===== src/rtl/uart_params.svh =====
`ifndef UART_PARAMS_SVH
`define UART_PARAMS_SVH

`define UART_DATA_WIDTH 8   // one serial character.

`define UART_FIFO_DEPTH 16  // entries in each queue.

`define UART_DIV_RESET  15  // bit time of 16 clocks after reset.

`define UART_ADR_WIDTH  2   // four byte-wide registers.

`endif

===== src/rtl/uart_line_pkg.sv =====
`default_nettype none

package uart_line_pkg;

  typedef enum logic [1:0] {
    TX_IDLE  = 2'd0,
    TX_START = 2'd1,
    TX_DATA  = 2'd2,
    TX_STOP  = 2'd3
  } tx_state_e;

  typedef enum logic [1:0] {
    RX_IDLE  = 2'd0,
    RX_START = 2'd1,  // waiting for the start-bit middle.
    RX_DATA  = 2'd2,
    RX_STOP  = 2'd3
  } rx_state_e;

endpackage

`default_nettype wire


===== src/rtl/uart_bus_pkg.sv =====
`default_nettype none

package uart_bus_pkg;

  typedef enum logic [1:0] {
    DATA   = 2'd0,  // tx push on write, rx pop on read.
    STATUS = 2'd1,
    CTRL   = 2'd2,
    DIV    = 2'd3
  } reg_addr_e;

  typedef struct packed {
    logic rx_overrun;
    logic tx_busy;
    logic rx_almost_full;
    logic tx_almost_empty;
    logic rx_full;
    logic rx_empty;
    logic tx_full;
    logic tx_empty;
  } status_t;

  typedef struct packed {
    logic       rx_irq_en;
    logic       tx_irq_en;
    logic       clr_overrun;  // write-one strobe, never stored.
    logic [4:0] rsvd;
  } ctrl_t;

  // the bus byte seen as status on STATUS reads and as control on CTRL accesses
  typedef union packed {
    status_t status;
    ctrl_t   ctrl;
  } reg_word_u;

endpackage

`default_nettype wire


===== src/rtl/fifo_if.sv =====
`default_nettype none
`include "uart_params.svh"

interface fifo_if #(
  parameter int WIDTH = `UART_DATA_WIDTH
) ();

  logic             wr_valid;
  logic             rd_valid;
  logic [WIDTH-1:0] wdata;
  logic [WIDTH-1:0] rdata;  // oldest entry, valid while not empty.
  logic             empty;
  logic             almost_empty;
  logic             almost_full;
  logic             full;

  // both ends also see the flags of the far side so the register block can report them
  modport producer (output wr_valid, wdata,
                    input  full, almost_full, empty, almost_empty);

  modport consumer (output rd_valid,
                    input  rdata, empty, almost_empty, full, almost_full, wr_valid);

  modport store    (input  wr_valid, rd_valid, wdata,
                    output rdata, empty, almost_empty, almost_full, full);

endinterface

`default_nettype wire


===== src/rtl/uart_top.sv =====
`default_nettype none
`include "uart_params.svh"

module uart_top (
  input  logic                        clk,
  input  logic                        rst_n,
  input  logic                        wb_cyc_i,
  input  logic                        wb_stb_i,
  input  logic                        wb_we_i,
  input  logic [`UART_ADR_WIDTH-1:0]  wb_adr_i,
  input  logic [`UART_DATA_WIDTH-1:0] wb_dat_i,
  output logic [`UART_DATA_WIDTH-1:0] wb_dat_o,
  output logic                        wb_ack_o,
  output logic                        txd_o,
  input  logic                        rxd_i,
  output logic                        irq_o
);

  logic [`UART_DATA_WIDTH-1:0] divisor;
  logic                        tx_busy;

  fifo_if #(.WIDTH(`UART_DATA_WIDTH)) tx_q ();
  fifo_if #(.WIDTH(`UART_DATA_WIDTH)) rx_q ();

  fifo #(
    .DATA_WIDTH (`UART_DATA_WIDTH),
    .FIFO_DEPTH (`UART_FIFO_DEPTH)
  ) tx_fifo (
    .clk   (clk),
    .rst_n (rst_n),
    .q     (tx_q.store)
  );

  fifo #(
    .DATA_WIDTH (`UART_DATA_WIDTH),
    .FIFO_DEPTH (`UART_FIFO_DEPTH)
  ) rx_fifo (
    .clk   (clk),
    .rst_n (rst_n),
    .q     (rx_q.store)
  );

  uart_regs u_regs (
    .clk       (clk),
    .rst_n     (rst_n),
    .wb_cyc_i  (wb_cyc_i),
    .wb_stb_i  (wb_stb_i),
    .wb_we_i   (wb_we_i),
    .wb_adr_i  (wb_adr_i),
    .wb_dat_i  (wb_dat_i),
    .wb_dat_o  (wb_dat_o),
    .wb_ack_o  (wb_ack_o),
    .tx_q      (tx_q.producer),
    .rx_q      (rx_q.consumer),
    .tx_busy_i (tx_busy),
    .divisor_o (divisor),
    .irq_o     (irq_o)
  );

  uart_tx u_tx (
    .clk       (clk),
    .rst_n     (rst_n),
    .divisor_i (divisor),
    .q         (tx_q.consumer),
    .txd_o     (txd_o),
    .busy_o    (tx_busy)
  );

  uart_rx u_rx (
    .clk       (clk),
    .rst_n     (rst_n),
    .divisor_i (divisor),
    .rxd_i     (rxd_i),
    .q         (rx_q.producer)
  );

endmodule

`default_nettype wire


===== src/rtl/uart_rx.sv =====
`default_nettype none
`include "uart_params.svh"

module uart_rx (
  input  logic                        clk,
  input  logic                        rst_n,
  input  logic [`UART_DATA_WIDTH-1:0] divisor_i,
  input  logic                        rxd_i,
  fifo_if.producer                    q
);

  import uart_line_pkg::*;

  rx_state_e                   state;
  logic [1:0]                  sync;    // two-flop synchronizer.
  logic                        rx_prev;
  logic                        rx_s;
  logic [`UART_DATA_WIDTH-1:0] cnt;
  logic [2:0]                  bit_idx;
  logic [`UART_DATA_WIDTH-1:0] shreg;
  logic                        bit_end;
  logic                        sample;

  assign rx_s    = sync[1];
  assign bit_end = (cnt == '0);
  assign sample  = bit_end & (state == RX_DATA);

  // push only on a good stop bit; a full queue drops it inside the fifo
  assign q.wr_valid = (state == RX_STOP) & bit_end & rx_s;
  assign q.wdata    = shreg;

  always_ff @(posedge clk or negedge rst_n) begin
    if (!rst_n) begin
      sync    <= 2'b11;
      rx_prev <= 1'b1;
    end else begin
      sync    <= {sync[0], rxd_i};
      rx_prev <= rx_s;
    end
  end

  always_ff @(posedge clk) begin
    if (sample) begin
      shreg <= {rx_s, shreg[`UART_DATA_WIDTH-1:1]};  // lsb arrives first.
    end
  end

  always_ff @(posedge clk or negedge rst_n) begin
    if (!rst_n) begin
      state   <= RX_IDLE;
      cnt     <= '0;
      bit_idx <= '0;
    end else begin
      if (!bit_end) begin
        cnt <= cnt - 1'b1;
      end
      case (state)
        RX_IDLE: begin
          if (rx_prev & ~rx_s) begin
            cnt   <= divisor_i >> 1;  // half a bit to the start middle.
            state <= RX_START;
          end
        end
        RX_START: begin
          if (bit_end) begin
            if (!rx_s) begin
              cnt     <= divisor_i;
              bit_idx <= '0;
              state   <= RX_DATA;
            end else begin
              state <= RX_IDLE;  // glitch, not a start bit.
            end
          end
        end
        RX_DATA: begin
          if (bit_end) begin
            cnt <= divisor_i;
            if (bit_idx == 3'd7) begin
              state <= RX_STOP;
            end else begin
              bit_idx <= bit_idx + 1'b1;
            end
          end
        end
        default: begin
          if (bit_end) begin
            state <= RX_IDLE;
          end
        end
      endcase
    end
  end

endmodule

`default_nettype wire


===== src/rtl/uart_tx.sv =====
`default_nettype none
`include "uart_params.svh"

module uart_tx (
  input  logic                        clk,
  input  logic                        rst_n,
  input  logic [`UART_DATA_WIDTH-1:0] divisor_i,
  fifo_if.consumer                    q,
  output logic                        txd_o,
  output logic                        busy_o
);

  import uart_line_pkg::*;

  tx_state_e                   state;
  logic [`UART_DATA_WIDTH-1:0] cnt;     // clocks left in the current bit.
  logic [2:0]                  bit_idx;
  logic [`UART_DATA_WIDTH-1:0] shreg;
  logic                        bit_end;
  logic                        load;

  assign bit_end    = (cnt == '0);
  assign load       = (state == TX_IDLE) & ~q.empty;
  assign q.rd_valid = load;  // pop in the cycle the byte is taken.
  assign busy_o     = (state != TX_IDLE);

  always_ff @(posedge clk) begin
    if (load) begin
      shreg <= q.rdata;
    end else if (bit_end & (state == TX_START || state == TX_DATA)) begin
      shreg <= {1'b0, shreg[`UART_DATA_WIDTH-1:1]};  // lsb first.
    end
  end

  always_ff @(posedge clk or negedge rst_n) begin
    if (!rst_n) begin
      state   <= TX_IDLE;
      cnt     <= '0;
      bit_idx <= '0;
      txd_o   <= 1'b1;  // line idles high.
    end else begin
      if (!bit_end) begin
        cnt <= cnt - 1'b1;
      end
      case (state)
        TX_IDLE: begin
          if (load) begin
            txd_o <= 1'b0;
            cnt   <= divisor_i;
            state <= TX_START;
          end
        end
        TX_START: begin
          if (bit_end) begin
            txd_o   <= shreg[0];
            cnt     <= divisor_i;
            bit_idx <= '0;
            state   <= TX_DATA;
          end
        end
        TX_DATA: begin
          if (bit_end) begin
            cnt <= divisor_i;
            if (bit_idx == 3'd7) begin
              txd_o <= 1'b1;  // stop bit.
              state <= TX_STOP;
            end else begin
              txd_o   <= shreg[0];
              bit_idx <= bit_idx + 1'b1;
            end
          end
        end
        default: begin
          if (bit_end) begin
            state <= TX_IDLE;
          end
        end
      endcase
    end
  end

endmodule

`default_nettype wire


===== src/rtl/uart_regs.sv =====
`default_nettype none
`include "uart_params.svh"

module uart_regs (
  input  logic                        clk,
  input  logic                        rst_n,
  input  logic                        wb_cyc_i,
  input  logic                        wb_stb_i,
  input  logic                        wb_we_i,
  input  logic [`UART_ADR_WIDTH-1:0]  wb_adr_i,
  input  logic [`UART_DATA_WIDTH-1:0] wb_dat_i,
  output logic [`UART_DATA_WIDTH-1:0] wb_dat_o,
  output logic                        wb_ack_o,
  fifo_if.producer                    tx_q,
  fifo_if.consumer                    rx_q,
  input  logic                        tx_busy_i,
  output logic [`UART_DATA_WIDTH-1:0] divisor_o,
  output logic                        irq_o
);

  import uart_bus_pkg::*;

  reg_addr_e                 adr;
  logic                      access;
  logic                      wr_acc;
  logic                      rd_acc;
  reg_word_u                 wr_word;
  reg_word_u                 rd_word;
  reg_word_u                 status_word;
  ctrl_t                     ctrl_q;
  ctrl_t                     ctrl_wr;
  logic [`UART_DATA_WIDTH-1:0] div_q;
  logic                      overrun_q;
  logic                      clr_overrun;
  logic                      tx_low;

  assign adr    = reg_addr_e'(wb_adr_i);
  assign access = wb_cyc_i & wb_stb_i & ~wb_ack_o;  // one strobe per bus cycle.
  assign wr_acc = access & wb_we_i;
  assign rd_acc = access & ~wb_we_i;

  assign tx_q.wr_valid = wr_acc & (adr == DATA);
  assign tx_q.wdata    = wb_dat_i;
  assign rx_q.rd_valid = rd_acc & (adr == DATA);

  assign wr_word     = wb_dat_i;
  assign clr_overrun = wr_acc & (adr == CTRL) & wr_word.ctrl.clr_overrun;
  assign tx_low      = tx_q.empty | tx_q.almost_empty;  // tx queue at one entry or less.

  always_comb begin
    ctrl_wr             = wr_word.ctrl;
    ctrl_wr.clr_overrun = 1'b0;
  end

  always_comb begin
    status_word.status.rx_overrun      = overrun_q;
    status_word.status.tx_busy         = tx_busy_i;
    status_word.status.rx_almost_full  = rx_q.almost_full;
    status_word.status.tx_almost_empty = tx_q.almost_empty;
    status_word.status.rx_full         = rx_q.full;
    status_word.status.rx_empty        = rx_q.empty;
    status_word.status.tx_full         = tx_q.full;
    status_word.status.tx_empty        = tx_q.empty;
  end

  always_comb begin
    rd_word = '0;
    case (adr)
      DATA:    rd_word = rx_q.rdata;  // stale byte when rx is empty.
      STATUS:  rd_word = status_word;
      CTRL:    rd_word.ctrl = ctrl_q;
      default: rd_word = div_q;
    endcase
  end

  always_ff @(posedge clk or negedge rst_n) begin
    if (!rst_n) begin
      wb_ack_o <= 1'b0;
    end else begin
      wb_ack_o <= access;
    end
  end

  always_ff @(posedge clk) begin
    if (rd_acc) begin
      wb_dat_o <= rd_word;
    end
  end

  always_ff @(posedge clk or negedge rst_n) begin
    if (!rst_n) begin
      ctrl_q <= '0;
      div_q  <= `UART_DATA_WIDTH'(`UART_DIV_RESET);
    end else if (wr_acc) begin
      if (adr == CTRL) begin
        ctrl_q <= ctrl_wr;
      end
      if (adr == DIV) begin
        div_q <= wb_dat_i;
      end
    end
  end

  // a receiver push into a full queue loses the byte; set wins over clear
  always_ff @(posedge clk or negedge rst_n) begin
    if (!rst_n) begin
      overrun_q <= 1'b0;
    end else if (rx_q.wr_valid & rx_q.full) begin
      overrun_q <= 1'b1;
    end else if (clr_overrun) begin
      overrun_q <= 1'b0;
    end
  end

  always_ff @(posedge clk or negedge rst_n) begin
    if (!rst_n) begin
      irq_o <= 1'b0;
    end else begin
      irq_o <= (ctrl_q.rx_irq_en & ~rx_q.empty) | (ctrl_q.tx_irq_en & tx_low);
    end
  end

  assign divisor_o = div_q;

endmodule

`default_nettype wire


===== src/rtl/fifo.sv =====
`default_nettype none
`include "uart_params.svh"

module fifo #(
  parameter int DATA_WIDTH = `UART_DATA_WIDTH,
  parameter int FIFO_DEPTH = `UART_FIFO_DEPTH
) (
  input  logic   clk,
  input  logic   rst_n,
  fifo_if.store  q
);

  localparam int ADDR_WIDTH = $clog2(FIFO_DEPTH);

  logic [DATA_WIDTH-1:0] mem [0:FIFO_DEPTH-1];
  logic [ADDR_WIDTH:0]   wr_ptr;  // msb is the wrap bit.
  logic [ADDR_WIDTH:0]   rd_ptr;
  logic [ADDR_WIDTH-1:0] wr_idx;
  logic [ADDR_WIDTH-1:0] rd_idx;
  logic [ADDR_WIDTH-1:0] wr_idx_next;
  logic                  push;
  logic                  pop;

  assign wr_idx      = wr_ptr[ADDR_WIDTH-1:0];
  assign rd_idx      = rd_ptr[ADDR_WIDTH-1:0];
  assign wr_idx_next = wr_idx + 1'b1;

  assign push = q.wr_valid & ~q.full;   // writes into a full queue are dropped.
  assign pop  = q.rd_valid & ~q.empty;

  assign q.rdata = mem[rd_idx];

  assign q.empty        = (wr_ptr == rd_ptr);
  assign q.almost_empty = (rd_ptr + 1'b1 == wr_ptr);  // exactly one entry.
  assign q.full         = (wr_idx == rd_idx) & (wr_ptr[ADDR_WIDTH] ^ rd_ptr[ADDR_WIDTH]);
  assign q.almost_full  = (wr_idx_next == rd_idx);    // one slot left.

  always_ff @(posedge clk) begin
    if (push) begin
      mem[wr_idx] <= q.wdata;
    end
  end

  always_ff @(posedge clk or negedge rst_n) begin
    if (!rst_n) begin
      wr_ptr <= '0;
    end else if (push) begin
      wr_ptr <= wr_ptr + 1'b1;
    end
  end

  always_ff @(posedge clk or negedge rst_n) begin
    if (!rst_n) begin
      rd_ptr <= '0;
    end else if (pop) begin
      rd_ptr <= rd_ptr + 1'b1;
    end
  end

endmodule

`default_nettype wire


===== config.mk =====
export PLATFORM = sky130hd
export DESIGN_NAME = uart_top
export DESIGN_NICKNAME = d
export VERILOG_FILES = /design/src/rtl/uart_line_pkg.sv /design/src/rtl/uart_bus_pkg.sv /design/src/rtl/fifo_if.sv /design/src/rtl/uart_top.sv /design/src/rtl/uart_rx.sv /design/src/rtl/uart_tx.sv /design/src/rtl/uart_regs.sv /design/src/rtl/fifo.sv
export VERILOG_INCLUDE_DIRS = /design/src /design/src/rtl
export SDC_FILE = /design/constraint.sdc
export NUM_CORES = 1
export LEC_CHECK = 0
export ABC_AREA = 1
export BUFFER_PORTS_ARGS = -buffer_cell sky130_fd_sc_hd__buf_4
export CAP_MARGIN = 20
export CORE_ASPECT_RATIO = 1.2
export CORE_MARGIN = 3
export CORE_UTILIZATION = 63
export CTS_CLUSTER_SIZE = 40
export DETAILED_ROUTE_END_ITERATION = 8
export GPL_TIMING_DRIVEN = 0
export PLACE_DENSITY = 0.78
export REMOVE_ABC_BUFFERS = 1
export SYNTH_ARGS = -nofsm -noshare
export SYNTH_HDL_FRONTEND = slang
export SYNTH_SLANG_ARGS = --single-unit

===== constraint.sdc =====
create_clock -name clk -period 2.8 [get_ports clk]
set_input_delay 0.7 -clock clk [delete_from_list [all_inputs] [get_ports clk]]
set_output_delay 0.7 -clock clk [all_outputs]
set_load 0.05 [all_outputs]

==> results.py, run 1 <==
metrics = {
    "cts": {
        "clock-sinks": 348,
        "cts_tree": "built",
        "clk_path_buf_depth": 3,
        "post-cts-setup-buffers": 0,
        "h-tree-depth": 2,
        "clk_pin_slew_ns": 0.06,
        "clkLatencyLatePin_ns": 0.51,
        "numCtsBuffers": 34,
        "cts_hold_buf": 0,
        "cts_root_buf": "clkbuf_16",
    },
    "synthesis": {
        "synthTopCellsByArea": "edfxtp_1, dfrtp_1, nor2_1",
        "netlist.top_cell.by_area": "edfxtp_1",
        "synth_area_per_cell_um2": 10.9,
        "synth_compound_area_frac": 0.0950,
        "yosysSeqAreaShare": 0.660,
        "yosys_warnings": 0,
        "synth-simple-area-share": 0.165,
        "yosys_most_used_dff": "edfxtp_1",
        "synthMuxAreaShare": 0,
        "synthAdderAreaFrac": 0.0196,
        "synth-edff-count": 280,
        "yosys_register_bits": 348,
        "synth_area_um2": 15300,
        "synthXorXnorAreaFrac": 0.0183,
        "synth_commonest_cells": "edfxtp_1, nor2_1, nand2_1, o21ai_0, inv_1",
        "synth_top_family_by_area": "simple AND/OR/NAND/NOR gates",
        "async_reset_ff_frac": 0.195,
        "synth.most_common_cell": "edfxtp_1",
        "syn_inst": 1407,
        "synth.distinct_cells": 44,
        "netlist.area_leader.share": 0.548,
    },
    "finish": {
        "diodes": 0,
        "final_area_um2": 17000,
        "syn2layout_area_growth_pct": 10.7,
        "drive_gt1_frac": 0.114,
        "final_nets": 1461,
    },
    "outcome": {
        "status": "finished, final reports clean",
    },
    "global_routing": {
        "antenna_found_initial": 0,
        "grt_max_degree": 69,
        "grt_util_all_layers": 0.249,
        "overflow": 0,
        "grt_first_pass_wirelength_um": 50900,
        "grt_pass1_vias": 9845,
    },
    "setup_path": {
        "worstSetupPathType": "flop to flop",
        "crit_slowest_cell": "dfrtp_4",
        "path_max_fanout": 47,
        "end_kind": "flop",
        "cp_data_arrival_time_ns": 2.88,
        "slowest_delay_ns": 0.57,
        "required_ns": 3.01,
        "crit_path_cell_trace": "buf_12, inv_4, buf_12, nand2_1, nand2_1, nand3_2, nor2_4, nand2_2, nand2_4, inv_4, nand2_4, nor3_2, buf_4",
        "startpoint_type": "flop",
        "r2r_slack_ns": 0.14,
    },
    "timing": {
        "fmax_mhz": 376,
        "setup-tns-final_ns": 0,
        "tightest_slew_ns": 0.889,
        "finalSetupViolCount": 0,
        "relSlewSlack": 0.408,
        "slew_viol_final": 0,
        "hold_viol": 0,
        "rsz0062_at_grt": "no",
        "clock_skew_ns": 0.0212,
        "post-route-period-util": 0.951,
        "fin_crit_ns": 2.66,
    },
    "die": {
        "dieArea_um2": 26300,
        "pin_count": 27,
        "chipWidth_um": 148,
        "num_rows": 61,
        "start_util": 0.650,
        "fp.dieH_um": 177,
        "coreArea_um2": 23600,
    },
    "routing": {
        "drt_first_pass_iters": 5,
        "wl_per_cell_um": 18.3,
        "vias_per_cell": 5.82,
        "wl_um": 32200,
        "num_vias": 10200,
        "ant_nets": 0,
        "drc": 0,
        "drtIter0Drc": 972,
    },
    "power_and_ir_drop": {
        "seqPwrFrac": 0.451,
        "switching_share": 0.317,
        "combinationalPowerShare": 0.236,
        "intPower_mw": 9.56,
        "pwr_density_cell_nw_per_um2": 826,
        "p_leak_nw": 6.31,
        "power_frac_clock": 0.313,
        "total_power_mw": 14.0,
        "switchingPower_mw": 4.45,
        "max-vdd-ir-drop_mv": 0.567,
    },
    "placement": {
        "place_area_um2": 15800,
        "gp_congestion": 0.838,
        "numPortBuffers": 26,
        "hpwlAfterDp_um": 20500,
    },
    "min_path": {
        "hold_path_class": "input pin to flop",
    },
    "run": {
        "cap_violations": 0,
    },
}
## cells in the final DEF, fill, tap and decap left out, drive strengths merged, types with 2 or more instances in the layout
cell | netlist | layout
o21a | 2 | 2
xnor2 | 6 | 6
or2 | 4 | 4
ha | 24 | 24
inv | 90 | 90
nand2 | 237 | 237
clkinv | 4 | 15
clkbuf | 17 | 42
nand3 | 75 | 75
bufinv | 0 | 3
o211ai | 44 | 44
dfstp | 8 | 8
xor2 | 26 | 26
o21ai | 197 | 197
nor3 | 7 | 7
nor2 | 263 | 263
nand4 | 5 | 5
a21oi | 10 | 10
edfxtp | 280 | 280
buf | 39 | 33
o22ai | 4 | 4
dfrtp | 60 | 60
clkinvlp | 0 | 4
## registers in the layout (all words and copies together) (netlist names)
signal            cells
u_regs.irq_o          1
u_regs.wb_ack_o       1
rx_fifo.rd_ptr        5
u_regs.divisor_o      8
u_rx.cnt              8
tx_fifo.wr_ptr        5
tx_fifo.mem         128
u_rx.rx_prev          1
u_tx.state            2
u_rx.state            2
u_rx.q.wdata          8
rx_fifo.mem         128
u_rx.sync             2
tx_fifo.rd_ptr        5
u_tx.shreg            8
u_tx.bit_idx          3
u_regs.wb_dat_o       8
u_tx.cnt              8
u_rx.bit_idx          3
u_regs.ctrl_q         7
rx_fifo.wr_ptr        5
u_regs.overrun_q      1
u_tx.txd_o            1
## layout make-up
type,count,area [um^2]
Multi-Input combinational cell,909,4670
Inverter,94,367
Clock buffer,41,898
Fill cell,1575,6610
Tap cell,315,394
Clock inverter,18,169
Timing Repair Buffer,34,348
Sequential cell,348,10100
## worst max-delay path: cells and delay by family, from the launching register on
kind | cells | cell delay [ns]
buffers and inverters | 5 | 0.94
DFF | 1 | 0.57
and+or+nand+nor | 8 | 0.82
## power groups by stage
| stage | Sequential (mW) | Clock, mW | Combinational (mW) |
|---|---|---|---|
| 3_5_place_dp | 6.41 | 0 | 3.22 |
| 4_1_cts | 6.31 | 4.43 | 3.28 |
| 5_1_grt | 6.35 | 4.65 | 3.72 |
| 2_1_floorplan | 6.43 | 0 | 2.11 |
| 3_3_place_gp | 6.60 | 0 | 2.84 |
| 6_report | 6.32 | 4.38 | 3.31 |
## per-layer routing
| metal | share of wire | global-route usage |
|---|---|---|
| met2 | 0.51 | 0.433 |
| met3 | 0.062 | 0.0336 |
| met5 | 0 | 0 |
| met1 | 0.39 | 0.318 |
| met4 | 0.035 | 0.0993 |
## kinds of logic after synthesis
kind of cell	Yosys count
buffers and inverters	150
AOI/OAI and AO/OA	262
adders and majority gates	24
DFF	348
and+or+nand+nor	591
xor gates and xnor gates	32
## timing repair
action                                  CTS  global route
resized for setup                        24            11
gates cloned                              0             1
hold endpoints to repair                  0             0
endpoints found under the setup margin  118           139
## worst paths after layout
kind | from | endpoint | cells after the start
hold reg to reg | u_rx.sync[0] | u_rx.sync[1] | 0
setup / recovery | tx_fifo.rd_ptr[0] | tx_fifo.mem[7][2] | 13
setup reg to reg | tx_fifo.rd_ptr[0] | tx_fifo.mem[7][2] | 13
hold / removal | rxd_i | u_rx.sync[0] | 1
max in group asynchronous | rst_n | tx_fifo.rd_ptr[0] | 1
min in group asynchronous | rst_n | u_rx.cnt[5] | 1
## through the flow
stage	hold WS [ns]	util	std cells	setup WS, ns
2_1_floorplan	0.345	-	1351	-1.04
3_3_place_gp	0.346	0.663	1692	-2.94
3_5_place_dp	0.355	0.668	1699	-0.302
4_1_cts	0.274	0.717	1758	-0.130
5_1_grt	0.281	0.720	1759	0.0102
6_report	0.292	0.720	1759	0.139
Power figures use the tool's default switching activity.
==> inputs of run 2 (changes only) <==
--- a/config.mk
+++ b/config.mk
@@ -11,11 +11,11 @@
 export CAP_MARGIN = 20
 export CORE_ASPECT_RATIO = 1.2
 export CORE_MARGIN = 3
-export CORE_UTILIZATION = 63
+export CORE_UTILIZATION = 55
 export CTS_CLUSTER_SIZE = 40
 export DETAILED_ROUTE_END_ITERATION = 8
 export GPL_TIMING_DRIVEN = 0
-export PLACE_DENSITY = 0.78
+export PLACE_DENSITY = 0.69
 export REMOVE_ABC_BUFFERS = 1
 export SYNTH_ARGS = -nofsm -noshare
 export SYNTH_HDL_FRONTEND = slang
==> results.py, run 2 (synthesis gave the netlist of run 1 again) <==
metrics = {
    "outcome": {
        "status": "finished, final reports clean",
    },
    "routing": {
        "drt_first_pass_iters": 5,
        "wl_per_cell_um": 18.0,
        "routed.top_layer": "met4",
        "num_vias": 9939,
        "drtIter0Drc": 858,
        "vias_per_cell": 5.56,
        "wl_met3_um": 1550,
        "wl_um": 32100,
        "ant_nets": 0,
        "drc": 0,
        "dr_wl_met2_um": 16000,
        "wl_met1_um": 13600,
    },
    "timing": {
        "setup-tns-final_ns": 0,
        "rsz0062_at_grt": "no",
        "post-route-period-util": 0.940,
        "finalSetupViolCount": 0,
        "fin_crit_ns": 2.63,
        "tightest_slew_ns": 0.909,
        "clock_skew_ns": 0.0247,
        "fmax_mhz": 380,
        "relSlewSlack": 0.394,
        "hold_viol": 0,
        "setup_ws_ns": 0.168,
        "slew_viol_final": 0,
    },
    "placement": {
        "post-place-cells": 1724,
        "pre_cts_slack_ns": -0.436,
        "numPortBuffers": 26,
        "gp_congestion": 0.834,
        "place_area_um2": 15800,
        "hpwlAfterDp_um": 20300,
    },
    "run": {
        "cap_violations": 0,
    },
    "cts": {
        "cts_tree": "built",
        "clk_path_buf_depth": 3,
        "clkLatencyLatePin_ns": 0.52,
        "clk_pin_slew_ns": 0.06,
        "numCtsBuffers": 35,
        "clock-sinks": 348,
        "cts_root_buf": "clkbuf_16",
        "h-tree-depth": 2,
    },
    "die": {
        "coreArea_um2": 27300,
        "dieArea_um2": 29900,
        "start_util": 0.563,
        "num_rows": 66,
        "fp.dieH_um": 189,
        "pin_count": 27,
        "chipWidth_um": 158,
    },
    "finish": {
        "final_area_um2": 17100,
        "nFillCells": 2076,
        "syn2layout_area_growth_pct": 11.4,
        "drive_gt1_frac": 0.126,
        "layout.cells.most_common_list": "edfxtp_1, nor2_1, nand2_1",
        "final_nets": 1463,
        "layout_commonest_cell": "edfxtp_1",
        "reg_top3": "rx_fifo.mem x128, tx_fifo.mem x128",
        "fin_cells": 1788,
        "fin_util": 0.627,
        "diodes": 0,
    },
    "setup_path": {
        "startpoint_type": "flop",
        "path_max_fanout": 53,
        "crit_path_cell_trace": "buf_12, inv_4, buf_12, nand2_1, nand2_1, nand3_2, nor2_4, nand2_2, nand2_4, inv_4, nand2_4, nor3_2, buf_2",
        "cp_data_arrival_time_ns": 2.83,
        "worstSetupPathType": "flop to flop",
        "cp.buffers_inverters": 5,
        "cp_top_family": "buffers and inverters",
        "required_ns": 3.00,
        "crit_slowest_cell": "dfrtp_2",
        "slowest_delay_ns": 0.38,
        "end_kind": "flop",
    },
    "global_routing": {
        "grt_util_all_layers": 0.217,
        "grt_first_pass_wirelength_um": 50700,
        "grt_pass1_vias": 9626,
        "grt_max_degree": 69,
        "antenna_found_initial": 0,
        "overflow": 0,
    },
    "min_path": {
        "hold_path_class": "input pin to flop",
    },
    "power_and_ir_drop": {
        "max-vdd-ir-drop_mv": 0.690,
        "p_leak_nw": 6.35,
        "pwr_density_cell_nw_per_um2": 833,
    },
}
run 2: area by class of cell:
cell class	instances	area, um^2	area share
Sequential cell	348	10100	0.593
Multi-Input combinational cell	909	4670	0.273
Clock buffer	42	923	0.0541
Tap cell	340	425	0.0249
Inverter	94	367	0.0215
Timing Repair Buffer	35	348	0.0204
Clock inverter	20	221	0.0130
run 2: final timing paths:
check / slack (ns) / endpoint / cells after the start / start
setup / recovery: 0.17 / tx_fifo.mem[7][5] / 13 / tx_fifo.rd_ptr[0]
hold / removal: 0.28 / u_rx.sync[0] / 1 / rxd_i
setup reg to reg: 0.17 / tx_fifo.mem[7][5] / 13 / tx_fifo.rd_ptr[0]
hold reg to reg: 0.35 / u_rx.sync[1] / 0 / u_rx.sync[0]
max in group asynchronous: 1.83 / rx_fifo.rd_ptr[0] / 1 / rst_n
min in group asynchronous: 0.30 / u_tx.cnt[6] / 1 / rst_n
run 2: repair_timing:
item	4_1_cts	5_1_grt
hold buffers	0	0
pin swaps	1	0
gates cloned	0	0
buffers inserted	2	0
gates resized for setup	29	10
endpoints found under the setup margin	154	80
run 2: power by group:
group / total [mW] / switching [mW] / leakage, nW / internal (mW)
clock: 4.66 / 1.91 / 0.555 / 2.74
sequential: 6.33 / 0.449 / 3.34 / 5.88
combinational: 3.25 / 2.13 / 2.45 / 1.11
total: 14.2 / 4.50 / 6.35 / 9.73
run 2: through the flow:
stage	hold slack, ns	power (mW)
6_report	0.284	14.2
5_1_grt	0.267	15.0
4_1_cts	0.272	14.3
3_5_place_dp	0.347	9.62
3_3_place_gp	0.346	9.47
2_1_floorplan	0.345	8.54
run 2: routing by layer:
metal  global-route usage  up-vias
met2                0.370      240
met3               0.0286       68
met1                0.286     4771
met4               0.0791        0
li1                     -     4860
met5                    0        -
